$ cat config.mk
export PLATFORM = sky130hd
export DESIGN_NAME = fetch_unit
export DESIGN_NICKNAME = d
export VERILOG_FILES = /design/src/design/fetch_pkg.sv /design/src/design/fetch_unit.sv /design/src/design/fetch_queue.sv /design/src/design/fetch_ctrl.sv /design/src/design/icache_arrays.sv /design/src/design/line_refill.sv /design/src/design/predecode.sv
export SDC_FILE = /design/constraint.sdc
export NUM_CORES = 2
export LEC_CHECK = 0
export ABC_AREA = 1
export BUFFER_PORTS_ARGS = -buffer_cell sky130_fd_sc_hd__buf_4
export CELL_PAD_IN_SITES_DETAIL_PLACEMENT = 1
export CELL_PAD_IN_SITES_GLOBAL_PLACEMENT = 2
export CORE_ASPECT_RATIO = 1.25
export CORE_MARGIN = 2
export CORE_UTILIZATION = 40
export CTS_CLUSTER_DIAMETER = 60
export DETAILED_ROUTE_END_ITERATION = 8
export PLACE_DENSITY_LB_ADDON = 0.05
export SETUP_SLACK_MARGIN = 0.02
export SYNTH_ARGS = -nofsm -noshare
export SYNTH_HDL_FRONTEND = slang
export SYNTH_SLANG_ARGS = --single-unit
$ cat constraint.sdc
create_clock -name clk -period 28.4 [get_ports clk]
set_input_delay 4.26 -clock clk [delete_from_list [all_inputs] [get_ports clk]]
set_output_delay 4.26 -clock clk [all_outputs]
set_load 0.005 [all_outputs]
$ cat src/design/fetch_pkg.sv
`default_nettype none

package fetch_pkg;

   typedef logic [31:0] addr_t;

   localparam int WORDS_PER_LINE = 4;
   localparam int LG_LINE_BYTES = 4;

   typedef logic [32*WORDS_PER_LINE-1:0] line_t;

   // control-flow class of one instruction word
   typedef enum logic [2:0] {
      NOT_CFLOW = 3'd0,
      COND_BR   = 3'd1,
      RET       = 3'd2,
      J         = 3'd3,
      JR        = 3'd4,
      JAL       = 3'd5,
      JALR      = 3'd6
   } cflow_t;

   typedef enum logic [2:0] {
      INITIALIZE        = 3'd0,
      FLUSH_CACHE       = 3'd1,
      IDLE              = 3'd2,
      ACTIVE            = 3'd3,
      INJECT_RELOAD     = 3'd4,
      RELOAD_TURNAROUND = 3'd5,
      WAIT_FOR_NOT_FULL = 3'd6
   } fetch_state_t;

   typedef struct packed {
      logic [31:0] insn_bytes;
      addr_t       pc;
      addr_t       pred_target;
      logic        pred;
   } fetch_insn_t;

   typedef struct packed {
      logic                             valid;      // array write strobe
      addr_t                            line_addr;
      line_t                            data;
      cflow_t [WORDS_PER_LINE-1:0]      pd;
   } refill_t;

   typedef struct packed {
      logic                             hit;
      line_t                            data;
      cflow_t [WORDS_PER_LINE-1:0]      pd;
   } line_rd_t;

   localparam int DEF_LG_NUM_SETS = 4;
   localparam int DEF_LG_FQ_ENTRIES = 3;

endpackage

`default_nettype wire
$ cat src/design/fetch_unit.sv
`timescale 1ns/1ps
`default_nettype none

module fetch_unit import fetch_pkg::*;
#(
   parameter int LG_NUM_SETS = DEF_LG_NUM_SETS,
   parameter int LG_FQ_ENTRIES = DEF_LG_FQ_ENTRIES
)
(
   input  logic        clk,
   input  logic        reset,
   input  logic        restart_valid,
   input  addr_t       restart_pc,
   output logic        restart_ack,
   input  logic        flush_req,
   output logic        flush_complete,
   output fetch_insn_t insn,
   output logic        insn_valid,
   input  logic        insn_ack,
   output fetch_insn_t insn_two,
   output logic        insn_valid_two,
   input  logic        insn_ack_two,
   output logic        mem_req_valid,
   output addr_t       mem_req_addr,
   input  logic        mem_rsp_valid,
   input  line_t       mem_rsp_load_data
);

   localparam int TAG_BITS = 32 - LG_NUM_SETS - LG_LINE_BYTES;

   logic                   miss;
   addr_t                  miss_addr;
   refill_t                refill;
   logic [LG_NUM_SETS-1:0] rd_idx;
   logic [TAG_BITS-1:0]    rd_tag;
   logic                   rd_en;
   logic                   clr_en;
   logic [LG_NUM_SETS-1:0] clr_idx;
   line_rd_t               line_rd;
   logic                   fq_full;
   logic                   push;
   fetch_insn_t            push_insn;
   logic                   fq_clear;

   line_refill line_refill_i
   (
      .clk               (clk),
      .reset             (reset),
      .miss              (miss),
      .miss_addr         (miss_addr),
      .mem_req_valid     (mem_req_valid),
      .mem_req_addr      (mem_req_addr),
      .mem_rsp_valid     (mem_rsp_valid),
      .mem_rsp_load_data (mem_rsp_load_data),
      .refill            (refill)
   );

   icache_arrays #(.LG_NUM_SETS(LG_NUM_SETS)) icache_arrays_i
   (
      .clk     (clk),
      .rd_idx  (rd_idx),
      .rd_tag  (rd_tag),
      .rd_en   (rd_en),
      .clr_en  (clr_en),
      .clr_idx (clr_idx),
      .refill  (refill),
      .line_rd (line_rd)
   );

   fetch_ctrl #(.LG_NUM_SETS(LG_NUM_SETS)) fetch_ctrl_i
   (
      .clk            (clk),
      .reset          (reset),
      .restart_valid  (restart_valid),
      .restart_pc     (restart_pc),
      .restart_ack    (restart_ack),
      .flush_req      (flush_req),
      .flush_complete (flush_complete),
      .refill         (refill),
      .rd_idx         (rd_idx),
      .rd_tag         (rd_tag),
      .rd_en          (rd_en),
      .clr_en         (clr_en),
      .clr_idx        (clr_idx),
      .line_rd        (line_rd),
      .miss           (miss),
      .miss_addr      (miss_addr),
      .fq_full        (fq_full),
      .push           (push),
      .push_insn      (push_insn),
      .fq_clear       (fq_clear)
   );

   fetch_queue #(.LG_FQ_ENTRIES(LG_FQ_ENTRIES)) fetch_queue_i
   (
      .clk            (clk),
      .reset          (reset),
      .clear          (fq_clear),
      .push           (push),
      .push_insn      (push_insn),
      .full           (fq_full),
      .insn           (insn),
      .insn_valid     (insn_valid),
      .insn_two       (insn_two),
      .insn_valid_two (insn_valid_two),
      .insn_ack       (insn_ack),
      .insn_ack_two   (insn_ack_two)
   );

endmodule

`default_nettype wire

$ cat src/design/fetch_queue.sv
`timescale 1ns/1ps
`default_nettype none

module fetch_queue import fetch_pkg::*;
#(
   parameter int LG_FQ_ENTRIES = DEF_LG_FQ_ENTRIES
)
(
   input  logic        clk,
   input  logic        reset,
   input  logic        clear,
   input  logic        push,
   input  fetch_insn_t push_insn,
   output logic        full,
   output fetch_insn_t insn,
   output logic        insn_valid,
   output fetch_insn_t insn_two,
   output logic        insn_valid_two,
   input  logic        insn_ack,
   input  logic        insn_ack_two
);

   localparam int N_ENTRIES = 1 << LG_FQ_ENTRIES;

   fetch_insn_t            r_fq [N_ENTRIES];
   logic [LG_FQ_ENTRIES:0] r_head, n_head;   // msb is the wrap bit
   logic [LG_FQ_ENTRIES:0] r_tail, n_tail;
   logic [LG_FQ_ENTRIES:0] next_head;
   logic                   empty;
   logic                   next_empty;

   always_comb
   begin
      next_head = r_head + 1'b1;
      empty = (r_head == r_tail);
      next_empty = (next_head == r_tail);
      full = (r_head[LG_FQ_ENTRIES] != r_tail[LG_FQ_ENTRIES]) &&
             (r_head[LG_FQ_ENTRIES-1:0] == r_tail[LG_FQ_ENTRIES-1:0]);
      n_tail = push ? r_tail + 1'b1 : r_tail;
      n_head = r_head;
      if (insn_ack && insn_ack_two)
         n_head = r_head + 2'd2;
      else if (insn_ack)
         n_head = next_head;
   end

   assign insn = r_fq[r_head[LG_FQ_ENTRIES-1:0]];
   assign insn_two = r_fq[next_head[LG_FQ_ENTRIES-1:0]];
   assign insn_valid = !empty;
   assign insn_valid_two = !empty && !next_empty;

   always_ff @(posedge clk)
   begin
      if (push)
         r_fq[r_tail[LG_FQ_ENTRIES-1:0]] <= push_insn;
   end

   always_ff @(posedge clk)
   begin
      if (reset || clear)
      begin
         r_head <= '0;
         r_tail <= '0;
      end
      else
      begin
         r_head <= n_head;
         r_tail <= n_tail;
      end
   end

endmodule

`default_nettype wire

$ cat src/design/fetch_ctrl.sv
`timescale 1ns/1ps
`default_nettype none

module fetch_ctrl import fetch_pkg::*;
#(
   parameter int LG_NUM_SETS = DEF_LG_NUM_SETS,
   localparam int TAG_BITS = 32 - LG_NUM_SETS - LG_LINE_BYTES
)
(
   input  logic                   clk,
   input  logic                   reset,
   input  logic                   restart_valid,
   input  addr_t                  restart_pc,
   output logic                   restart_ack,
   input  logic                   flush_req,
   output logic                   flush_complete,
   input  refill_t                refill,
   output logic [LG_NUM_SETS-1:0] rd_idx,
   output logic [TAG_BITS-1:0]    rd_tag,
   output logic                   rd_en,
   output logic                   clr_en,
   output logic [LG_NUM_SETS-1:0] clr_idx,
   input  line_rd_t               line_rd,
   output logic                   miss,
   output addr_t                  miss_addr,
   input  logic                   fq_full,
   output logic                   push,
   output fetch_insn_t            push_insn,
   output logic                   fq_clear
);

   fetch_state_t r_state, n_state;
   addr_t        r_pc, n_pc;             // next pc to look up
   addr_t        r_cache_pc, n_cache_pc; // pc of the lookup in flight
   addr_t        r_miss_pc, n_miss_pc;
   addr_t        r_restart_pc, n_restart_pc;
   addr_t        t_lookup_pc;
   logic         r_req, n_req;
   logic         r_bubble, n_bubble;
   logic         r_restart_req, n_restart_req;
   logic         r_flush_req, n_flush_req;
   logic         r_restart_ack, n_restart_ack;
   logic         r_flush_complete, n_flush_complete;
   logic [LG_NUM_SETS-1:0] r_clr_idx, n_clr_idx;

   logic [LG_LINE_BYTES-3:0] t_word;
   logic [31:0]  t_insn_word;
   cflow_t       t_pd;
   addr_t        t_jimm;
   addr_t        t_target;
   logic         t_take_jump;
   logic         t_hit;
   logic         t_miss;
   logic         t_do_flush;
   logic         t_do_restart;

   // word select and static jump prediction
   always_comb
   begin
      t_word = r_cache_pc[LG_LINE_BYTES-1:2];
      t_insn_word = line_rd.data[32*t_word +: 32];
      t_pd = line_rd.pd[t_word];
      t_jimm = {{11{t_insn_word[31]}}, t_insn_word[31], t_insn_word[19:12],
                t_insn_word[20], t_insn_word[30:21], 1'b0};
      t_take_jump = (t_pd == J) || (t_pd == JAL);
      t_target = t_take_jump ? r_cache_pc + t_jimm : r_cache_pc + 32'd4;
      t_hit = r_req && line_rd.hit;
      t_miss = r_req && !line_rd.hit;
      push_insn.insn_bytes = t_insn_word;
      push_insn.pc = r_cache_pc;
      push_insn.pred_target = t_target;
      push_insn.pred = t_take_jump;
   end

   always_comb
   begin
      n_state = r_state;
      n_pc = r_pc;
      n_cache_pc = r_cache_pc;
      n_miss_pc = r_miss_pc;
      n_restart_pc = restart_valid ? restart_pc : r_restart_pc;
      n_restart_req = r_restart_req | restart_valid;
      n_flush_req = r_flush_req | flush_req;
      n_restart_ack = 1'b0;
      n_flush_complete = 1'b0;
      n_req = 1'b0;
      n_bubble = 1'b0;
      n_clr_idx = r_clr_idx;
      t_lookup_pc = r_pc;
      t_do_flush = 1'b0;
      t_do_restart = 1'b0;
      clr_en = 1'b0;
      miss = 1'b0;
      push = 1'b0;
      fq_clear = 1'b0;
      case (r_state)
         INITIALIZE:
         begin
            n_clr_idx = '0;
            n_state = FLUSH_CACHE;
         end
         FLUSH_CACHE:
         begin
            clr_en = 1'b1;
            n_clr_idx = r_clr_idx + 1'b1;
            if (&r_clr_idx)      // last set
            begin
               n_flush_complete = 1'b1;
               n_state = IDLE;
            end
         end
         IDLE:
            t_do_restart = n_restart_req;
         ACTIVE:
         begin
            n_req = 1'b1;
            n_cache_pc = r_pc;
            n_pc = r_pc + 32'd4;
            if (r_bubble)
            begin
               // fall-through result after a jump is dropped
            end
            else if (n_flush_req || n_restart_req)
            begin
               t_do_flush = n_flush_req;
               t_do_restart = n_restart_req;
            end
            else if (t_miss)
            begin
               miss = 1'b1;
               n_miss_pc = r_cache_pc;
               n_pc = r_pc;
               n_state = INJECT_RELOAD;
            end
            else if (t_hit && fq_full)
            begin
               n_miss_pc = r_cache_pc;   // replayed once the queue drains
               n_pc = r_pc;
               n_state = WAIT_FOR_NOT_FULL;
            end
            else if (t_hit)
            begin
               push = 1'b1;
               if (t_take_jump)
               begin
                  n_pc = t_target;
                  n_bubble = 1'b1;
               end
            end
         end
         INJECT_RELOAD:
         begin
            if (refill.valid)
               n_state = RELOAD_TURNAROUND;
         end
         RELOAD_TURNAROUND:
         begin
            t_lookup_pc = r_miss_pc;
            if (n_flush_req || n_restart_req)
            begin
               t_do_flush = n_flush_req;
               t_do_restart = n_restart_req;
            end
            else if (!fq_full)
            begin
               n_req = 1'b1;
               n_cache_pc = r_miss_pc;
               n_state = ACTIVE;
            end
         end
         WAIT_FOR_NOT_FULL:
         begin
            t_lookup_pc = r_miss_pc;
            if (!fq_full)
            begin
               n_req = 1'b1;
               n_cache_pc = r_miss_pc;
               n_state = ACTIVE;
            end
            else
            begin
               t_do_flush = n_flush_req;
               t_do_restart = n_restart_req;
            end
         end
         default:
            n_state = INITIALIZE;
      endcase

      // flush wins over a restart pending in the same cycle
      if (t_do_flush)
      begin
         n_flush_req = 1'b0;
         fq_clear = 1'b1;
         n_clr_idx = '0;
         n_req = 1'b0;
         n_bubble = 1'b0;
         n_state = FLUSH_CACHE;
      end
      else if (t_do_restart)
      begin
         n_restart_req = 1'b0;
         n_restart_ack = 1'b1;
         fq_clear = 1'b1;
         n_pc = n_restart_pc;
         n_req = 1'b0;
         n_bubble = 1'b0;
         n_state = ACTIVE;
      end
   end

   assign rd_idx = t_lookup_pc[LG_LINE_BYTES +: LG_NUM_SETS];
   assign rd_tag = t_lookup_pc[31 -: TAG_BITS];
   assign rd_en = n_req;
   assign clr_idx = r_clr_idx;
   assign miss_addr = r_cache_pc;
   assign restart_ack = r_restart_ack;
   assign flush_complete = r_flush_complete;

   always_ff @(posedge clk)
   begin
      if (reset)
      begin
         r_state <= INITIALIZE;
         r_pc <= '0;
         r_cache_pc <= '0;
         r_miss_pc <= '0;
         r_req <= 1'b0;
         r_bubble <= 1'b0;
         r_restart_req <= 1'b0;
         r_flush_req <= 1'b0;
         r_restart_ack <= 1'b0;
         r_flush_complete <= 1'b0;
         r_clr_idx <= '0;
      end
      else
      begin
         r_state <= n_state;
         r_pc <= n_pc;
         r_cache_pc <= n_cache_pc;
         r_miss_pc <= n_miss_pc;
         r_req <= n_req;
         r_bubble <= n_bubble;
         r_restart_req <= n_restart_req;
         r_flush_req <= n_flush_req;
         r_restart_ack <= n_restart_ack;
         r_flush_complete <= n_flush_complete;
         r_clr_idx <= n_clr_idx;
      end
   end

   always_ff @(posedge clk)
   begin
      r_restart_pc <= n_restart_pc;
   end

endmodule

`default_nettype wire

$ cat src/design/icache_arrays.sv
`timescale 1ns/1ps
`default_nettype none

module icache_arrays import fetch_pkg::*;
#(
   parameter int LG_NUM_SETS = DEF_LG_NUM_SETS,
   localparam int TAG_BITS = 32 - LG_NUM_SETS - LG_LINE_BYTES
)
(
   input  logic                   clk,
   input  logic [LG_NUM_SETS-1:0] rd_idx,
   input  logic [TAG_BITS-1:0]    rd_tag,
   input  logic                   rd_en,
   input  logic                   clr_en,
   input  logic [LG_NUM_SETS-1:0] clr_idx,
   input  refill_t                refill,
   output line_rd_t               line_rd
);

   localparam int NUM_SETS = 1 << LG_NUM_SETS;

   logic [NUM_SETS-1:0]         r_valid;
   logic [TAG_BITS-1:0]         r_tag_arr [NUM_SETS];
   line_t                       r_data_arr [NUM_SETS];
   cflow_t [WORDS_PER_LINE-1:0] r_pd_arr [NUM_SETS];

   logic [LG_NUM_SETS-1:0]      wr_idx;
   logic [TAG_BITS-1:0]         wr_tag;

   // registered read side
   logic                        r_rd_en;
   logic [TAG_BITS-1:0]         r_rd_tag;
   logic                        r_valid_out;
   logic [TAG_BITS-1:0]         r_tag_out;
   line_t                       r_data_out;
   cflow_t [WORDS_PER_LINE-1:0] r_pd_out;

   assign wr_idx = refill.line_addr[LG_LINE_BYTES +: LG_NUM_SETS];
   assign wr_tag = refill.line_addr[31 -: TAG_BITS];

   always_ff @(posedge clk)
   begin
      if (clr_en)
         r_valid[clr_idx] <= 1'b0;
      if (refill.valid)
         r_valid[wr_idx] <= 1'b1;
   end

   always_ff @(posedge clk)
   begin
      if (refill.valid)
      begin
         r_tag_arr[wr_idx] <= wr_tag;
         r_data_arr[wr_idx] <= refill.data;
         r_pd_arr[wr_idx] <= refill.pd;
      end
   end

   always_ff @(posedge clk)
   begin
      r_rd_en <= rd_en;
      r_rd_tag <= rd_tag;
      r_valid_out <= r_valid[rd_idx];
      r_tag_out <= r_tag_arr[rd_idx];
      r_data_out <= r_data_arr[rd_idx];
      r_pd_out <= r_pd_arr[rd_idx];
   end

   assign line_rd = '{
      hit:  r_rd_en && r_valid_out && (r_tag_out == r_rd_tag),
      data: r_data_out,
      pd:   r_pd_out
   };

endmodule

`default_nettype wire

$ cat src/design/line_refill.sv
`timescale 1ns/1ps
`default_nettype none

module line_refill import fetch_pkg::*;
(
   input  logic    clk,
   input  logic    reset,
   input  logic    miss,
   input  addr_t   miss_addr,
   output logic    mem_req_valid,
   output addr_t   mem_req_addr,
   input  logic    mem_rsp_valid,
   input  line_t   mem_rsp_load_data,
   output refill_t refill
);

   logic                        r_req_valid;
   addr_t                       r_req_addr;
   cflow_t [WORDS_PER_LINE-1:0] line_pd;

   always_ff @(posedge clk)
   begin
      if (reset)
         r_req_valid <= 1'b0;
      else
         r_req_valid <= miss;
   end

   // line address is held until the response comes back
   always_ff @(posedge clk)
   begin
      if (miss)
         r_req_addr <= {miss_addr[31:LG_LINE_BYTES], {LG_LINE_BYTES{1'b0}}};
   end

   assign mem_req_valid = r_req_valid;
   assign mem_req_addr = r_req_addr;

   for (genvar i = 0; i < WORDS_PER_LINE; i++)
   begin : g_pd
      predecode predecode_i
      (
         .insn (mem_rsp_load_data[32*i +: 32]),
         .pd   (line_pd[i])
      );
   end

   assign refill = '{
      valid:     mem_rsp_valid,
      line_addr: r_req_addr,
      data:      mem_rsp_load_data,
      pd:        line_pd
   };

endmodule

`default_nettype wire

$ cat src/design/predecode.sv
`timescale 1ns/1ps
`default_nettype none

module predecode import fetch_pkg::*;
(
   input  logic [31:0] insn,
   output cflow_t      pd
);

   logic [6:0] opcode;
   logic [4:0] rd;
   logic [4:0] rs1;
   logic       rd_link;
   logic       rs1_link;

   assign opcode = insn[6:0];
   assign rd = insn[11:7];
   assign rs1 = insn[19:15];
   assign rd_link = (rd == 5'd1) || (rd == 5'd5);    // ra or t0
   assign rs1_link = (rs1 == 5'd1) || (rs1 == 5'd5);

   always_comb
   begin
      pd = NOT_CFLOW;
      case (opcode)
         7'h63:
            pd = COND_BR;
         7'h67:
         begin
            if (rd != 5'd0)
               pd = JALR;
            else if (rs1_link)
               pd = RET;
            else
               pd = JR;
         end
         7'h6f:
         begin
            if (rd_link)
               pd = JAL;
            else
               pd = J;
         end
         default:
            pd = NOT_CFLOW;
      endcase
   end

endmodule

`default_nettype wire

# --- Word level (Yosys, flattened, before mapping) ---
# Memories as Yosys holds them, arrays and structs flattened. A register that Yosys moved wholly into a read port is not among the register bits.
# Index checks and enable logic that the tools add are counted.
word_totals:
  regBits: 220
  latchBits: 0
  ram_bits: 3400
  mem_bits_ro: 0
  out_inout_bits: 231
  elab_cells: 249
  n_memories: 4
memory_table:
  columns: ["name", "depth", "width", "read_ports", "rd_clocked_by_memory_dff", "wr", "line_no", "text"]
  rows:
  - ["icache_arrays_i.r_data_arr", 16, 128, 1, 1, 1, "icache_arrays.sv:24", "line_t r_data_arr [NUM_SETS];"]
  - ["fetch_queue_i.r_fq", 8, 97, 2, 1, 1, "fetch_queue.sv:25", "fetch_insn_t r_fq [N_ENTRIES];"]
  - ["icache_arrays_i.r_tag_arr", 16, 24, 1, 1, 1, "icache_arrays.sv:23", "logic [TAG_BITS-1:0] r_tag_arr [NUM_SETS];"]
  - ["icache_arrays_i.r_pd_arr", 16, 12, 1, 1, 1, "icache_arrays.sv:25", "cflow_t [WORDS_PER_LINE-1:0] r_pd_arr [NUM_SETS];"]
op_classes:
  addsub: 7
  mul: 0
  n_div: 0
  magnitude_cmp: 6
  n_eq_ne: 61
  shift: 1
  muxes: 93
  n_bitwise: 11
  n_reduce_logical: 44
op_table:
  columns: ["op", "n"]
  rows:
  - ["two-way mux 32 bit", 16]
  - ["variable part select 128 x 8 -> 32 bit", 1]
  - ["one-hot mux 32 bit (3 select lines)", 1]
  - ["== test 7 bit (second input constant)", 12]
  - ["two-way mux 3 bit", 23]
  - ["adder 32 x 3 -> 32 bit (second input constant)", 2]
  - ["== test 5 x 1 -> 1 bit (second input constant)", 8]
  - ["== test 5 x 3 -> 1 bit (second input constant)", 8]
  - ["one-hot mux 3 bit (3 select lines)", 4]
  - ["two-way mux 1 bit", 35]
  - ["adder 32 bit", 1]
  - ["two-way mux 16 bit", 2]
  - ["== test 24 bit", 1]
  - ["one-hot mux 3 bit (7 select lines)", 1]
  - ["AND reduction 7 bit", 3]
  - ["nonzero test 5 bit", 4]
  - ["AND 16 bit", 1]
  - ["inverter 16 bit", 1]
  - ["bitwise OR 16 bit", 1]
  - ["< comparator 4 x 5 -> 1 bit (second input constant)", 3]
  - ["adder 4 x 1 -> 4 bit (second input constant)", 3]
  - ["== test 3 bit (second input constant)", 4]
  - ["inequality test 4 x 2 -> 1 bit (second input constant)", 3]
  - ["logical OR 1 bit", 11]
  - ["36 further kinds", 74]

# --- Logic depth before layout (Yosys ltp) ---
depth:
  ltp_word: 14
  depth_mapped: 23
  mapped_depth_nobuf: 21

# --- By module ---
# A second synthesis with hierarchy kept.
hier_totals:
  hier_cells: 15370
  hier_area_um2: 162637.2
by_module_without_submodules:
  columns: ["mod", "instances", "cells_each", "area_per_inst_um2"]
  rows:
  - ["icache_arrays", 1, 8997, 109931.7]
  - ["fetch_queue", 1, 4088, 38255.4]
  - ["fetch_ctrl", 1, 1960, 11706.2]
  - ["line_refill", 1, 197, 2113.3]
  - ["predecode", 4, 32, 157.7]

# --- Worst setup path before layout ---
# No wires, ideal clock.
synth_path:
  path_type: "input -> register"
  from: "input port restart_valid"
  to: "memory fetch_queue_i.r_fq[5][0] (netlist bit), enable pin"
  setup_time_ns: 0.669
  arrival_time_ns: 11.935
  required_time_ns: 27.731
  path_slack_ns: 15.796
  cell_stages: 10
  path_buffers: 1
  path_cell_list: "clkbuf_1 -> nor2_1 -> inv_2 -> nor2_4 -> inv_1 -> nor2_1 -> nand2_1 -> nor2_1 -> nand2_1 -> nor3_1"
synth_via:
  elab_chain_cells: 7
synth_rtl:
  columns: ["element", "line_no", "text"]
  rows:
  - ["start: declaration", "fetch_unit.sv:12", "input logic restart_valid,"]
  - ["bitwise OR 1 bit", "fetch_ctrl.sv:82", "n_restart_req = r_restart_req | restart_valid;"]
  - ["logical OR 1 bit", "fetch_ctrl.sv:123", "else if (n_flush_req || n_restart_req)"]
  - ["two-way mux 1 bit", "fetch_ctrl.sv:123", null]
  - ["two-way mux 1 bit", "fetch_ctrl.sv:119", "if (r_bubble)"]
  - ["two-way mux 1 bit", "fetch_ctrl.sv:96", "case (r_state)"]
  - ["two-way mux 1 bit", "fetch_queue.sv:54", "if (push)"]
  - ["two-way mux 1 bit (implied by the code)", "fetch_queue.sv:55", "r_fq[r_tail[LG_FQ_ENTRIES-1:0]] <= push_insn;"]
  - ["end: declaration", "fetch_queue.sv:25", null]
# Every way passes these cells.

==> impl_metrics.json <==
{
  "drt-initial-drc-count": 9505,
  "drt-total-wl_mm": 570.3,
  "hpwl_mm": 336.2,
  "cts_buffers": 398,
  "end_kind": "primary output",
  "start_kind": "register",
  "ant_nets": 0,
  "min_period_ns": 9.758,
  "critPathKind": "register to primary output",
  "drc": 0,
  "whs_endpoint": "fetch_ctrl_i.r_restart_pc[10]$_DFF_P_",
  "finalMaxSlewViolations": 0,
  "critical_path_buf_inv_count": 3,
  "power_density_mw_per_mm2": 96.33,
  "status": "completed",
  "dieHeight_microns": 700.8,
  "slew-limit-headroom_pct": 12.13,
  "finalCritPeriodShare_pct": 34.36,
  "grt_antenna_before_repair": 78,
  "syn_area_sq_mm": 0.1554,
  "cts_tree": "built",
  "rows": 255,
  "regToRegSetupSlack_ns": 21.94,
  "wl_met3_mm": 26.83,
  "die-area_sq_mm": 0.3935,
  "vdd_drop_max_mv": 0.09196,
  "crit_top_cell": "buf_4",
  "routed-wl-met2_mm": 283.2,
  "final_cell_mix": "edfxtp_1, o21ai_0, nor2_1",
  "cts-root-buf": "clkbuf_16",
  "gp_congestion": 0.8837,
  "dr.pass1.iters": 5,
  "r2r-start": "fetch_ctrl_i.r_state[2]$_SDFFE_PP0P_",
  "crit_chain": "ha_4 > buf_4 > buf_4 > o21ai_0 > o21ai_0 > nor2_1 > a31oi_1 > buf_4",
  "crit_slowest_cell": "ha_4",
  "synth_ff_type": "edfxtp_1",
  "chipWidth_microns": 561.4,
  "track_usage_pct": 28.36,
  "cts_hold_buffers": 0,
  "worstHoldPathType": "register to register",
  "core-area_sq_mm": 0.3864,
  "synth_warnings": 0,
  "r2r-end": "icache_arrays_i.r_data_out[22]$_DFF_P_",
  "skew_ns": 0.05401,
  "synthArstFlopShare_pct": 0,
  "cts_setup_buffers": 0,
  "area_delta_synth_final_pct": 13.55,
  "setup_viol_count_final": 0,
  "hold_start": "fetch_ctrl_i.r_restart_pc[10]$_DFF_P_",
  "nets": 13700,
  "hold_viol": 0,
  "postSynthCellCount": 13400,
  "yosysUniqueCellTypes": 53,
  "path_clk_slew_ns": 0.06,
  "critPathRequiredTime_ns": 24.14,
  "syn_avg_cell_area_sq_um": 11.60,
  "critPathMaxStageDelay_ns": 0.87,
  "fillers": 40280,
  "maxUsedRoutingLayer": "met5",
  "fmax_mhz": 102.5,
  "drive_gt1_share_pct": 9.754,
  "synth_edf_count": 3420,
  "crit_path_start": "fetch_queue_i.r_head[0]$_SDFFE_PP0N_",
  "final_common_cell": "edfxtp_1",
  "wl_met1_mm": 235.8,
  "path_max_fanout": 79,
  "finalSetupTns_ns": 0,
  "synth-seq-area-share_pct": 70.72,
  "clkSinkCount": 3779,
  "initial_core_util_pct": 40.21,
  "p_leak_nw": 58.90,
  "grt_max_degree": 187,
  "clk_latency_ns": 0.99,
  "cp_top_family": "buffers and inverters",
  "top_level_ports": 398,
  "ys_seq_elements": 3779,
  "cts-resized-gates": 0,
  "rr_worst_depth": 12,
  "place_ws_ns": 19.45,
  "rsz0062_at_grt": "no",
  "post-route-worst-setup-slack_ns": 18.64,
  "whs_path_depth": 2,
  "wl_per_cell_microns": 29.97,
  "clk_path_buf_depth": 4,
  "tightest_slew_ns": 1.317,
  "h-tree-depth": 5,
  "grt_pass1_vias": 115600,
  "gr-total-overflow": 0,
  "power_mw": 17.00,
  "vias": 111200,
  "via_per_inst": 5.841,
  "cap_violations": 0,
  "arrival_ns": 5.50,
  "io_buffers": 393,
  "grt_pass1_wl_mm": 817.5
}
state kept, by name, summed over array words and instances, names as in the netlist, 4 cells and up, named ones only:
name                        count
icache_arrays_i.r_data_arr   2048
fetch_queue_i.r_fq            768
icache_arrays_i.r_tag_arr     384
icache_arrays_i.r_pd_arr      192
icache_arrays_i.r_data_out    128
fetch_ctrl_i.miss_addr         32
fetch_ctrl_i.r_miss_pc         32
fetch_ctrl_i.r_pc              32
fetch_ctrl_i.r_restart_pc      32
line_refill_i.mem_req_addr     28
icache_arrays_i.r_rd_tag       24
icache_arrays_i.r_tag_out      24
icache_arrays_i.r_valid        16
icache_arrays_i.line_rd        12
fetch_ctrl_i.clr_idx            4
fetch_queue_i.r_head            4
fetch_queue_i.r_tail            4
final cells by class:
type / instances / area [sq um] / area share, %
Inverter: 605 / 2327 / 1.319
Tap cell: 5140 / 6431 / 3.645
Clock inverter: 215 / 2012 / 1.140
Timing Repair Buffer: 661 / 5275 / 2.990
Sequential cell: 3779 / 109900 / 62.29
Multi-Input combinational cell: 8052 / 39470 / 22.37
Antenna cell: 61 / 152.6 / 0.08652
Clock buffer: 518 / 10850 / 6.151
synthesized netlist by cell type, types with 4 or more instances:
cell type	n	share of area, %
nand3b_1	14	0.068
o211ai_1	107	0.52
nand3_2	6	0.039
ha_1	39	0.31
a31oi_1	199	0.80
nand2_1	909	2.2
xnor2_1	9	0.051
nor2_2	8	0.032
buf_6	12	0.087
inv_1	591	1.4
edfxtp_1	3420	66
o21ai_0	2401	7.7
a31o_2	4	0.023
clkinv_1	6	0.014
buf_2	212	0.68
nor4_1	10	0.040
o21ai_1	265	0.85
clkbuf_1	627	1.5
buf_1	69	0.17
inv_2	8	0.019
dfxtp_1	359	4.6
nand4_1	25	0.10
nand3_1	162	0.52
o22ai_1	670	2.7
nor2_1	2262	5.5
o221ai_1	156	0.88
buf_4	44	0.21
a21oi_1	644	2.1
o21ai_2	4	0.023
nor3_1	52	0.17
xor2_1	51	0.29
o21bai_1	5	0.024
or2_2	12	0.048
cell families after synthesis:
family / count (synthesis) / synth area share, %
xor+xnor: 60 / 0.3382
mux: 4 / 0.02658
compound gates: 4467 / 15.69
flops: 3779 / 70.72
buf+inv: 1569 / 4.126
fa+ha+maj: 40 / 0.3270
other cells: 1 / 0.002414
simple gates: 3477 / 8.764
through the flow:
step / instance area, sq um / std cells / hold slack [ns] / utilization [%]
3_5_place_dp: 163400 / 18240 / 0.4293 / 42.29
3_3_place_gp: 163400 / 18240 / 0.4289 / 42.29
6_report: 176400 / 19030 / 0.4422 / 45.66
4_1_cts: 176300 / 18970 / 0.4433 / 45.62
5_1_grt: 176400 / 19020 / 0.4686 / 45.65
2_1_floorplan: 155400 / 13400 / 0.4095 / -
worst register-to-register path: stages (launching register included):
cell and delay, ns:
dfxtp_1 0.52, nand3_2 0.17, nand2_4 0.58, o21ai_4 0.22, inv_8 0.50, buf_4 0.64, buf_4 0.75, buf_4 0.77
buf_4 0.82, o21ai_0 0.26, o22ai_1 0.17, o21ai_0 0.12, o22ai_2 0.73
worst max path at each step:
| stage | to | slack, ns | cells after the start |
|---|---|---|---|
| floorplan | fetch_queue_i.r_fq[5][0]$_DFFE_PP_ | 15.80 | 10 |
| global placement | fetch_queue_i.r_fq[5][78]$_DFFE_PP_ | 19.50 | 12 |
| detailed placement | fetch_queue_i.r_fq[5][87]$_DFFE_PP_ | 19.45 | 12 |
| CTS | insn_two[77] | 18.50 | 8 |
| global route | insn_two[88] | 18.35 | 8 |
| finish | insn_two[88] | 18.64 | 8 |
report_power, final:
| group | leakage, nW | switching [mW] | internal (mW) | total (mW) |
|---|---|---|---|---|
| Combinational | 19.0 | 3.85 | 1.27 | 5.12 |
| Clock | 6.28 | 2.23 | 2.98 | 5.21 |
| Sequential | 33.6 | 0.184 | 6.48 | 6.66 |
| Total | 58.9 | 6.27 | 10.7 | 17.0 |
per-layer routing:
layer | global-route usage [%] | vias up
met5 | 0 | -
met4 | 11.52 | 36
met3 | 3.646 | 843
met2 | 49.21 | 2836
met1 | 35.75 | 58380
li1 | - | 49060
Power figures use the tool's default switching activity.
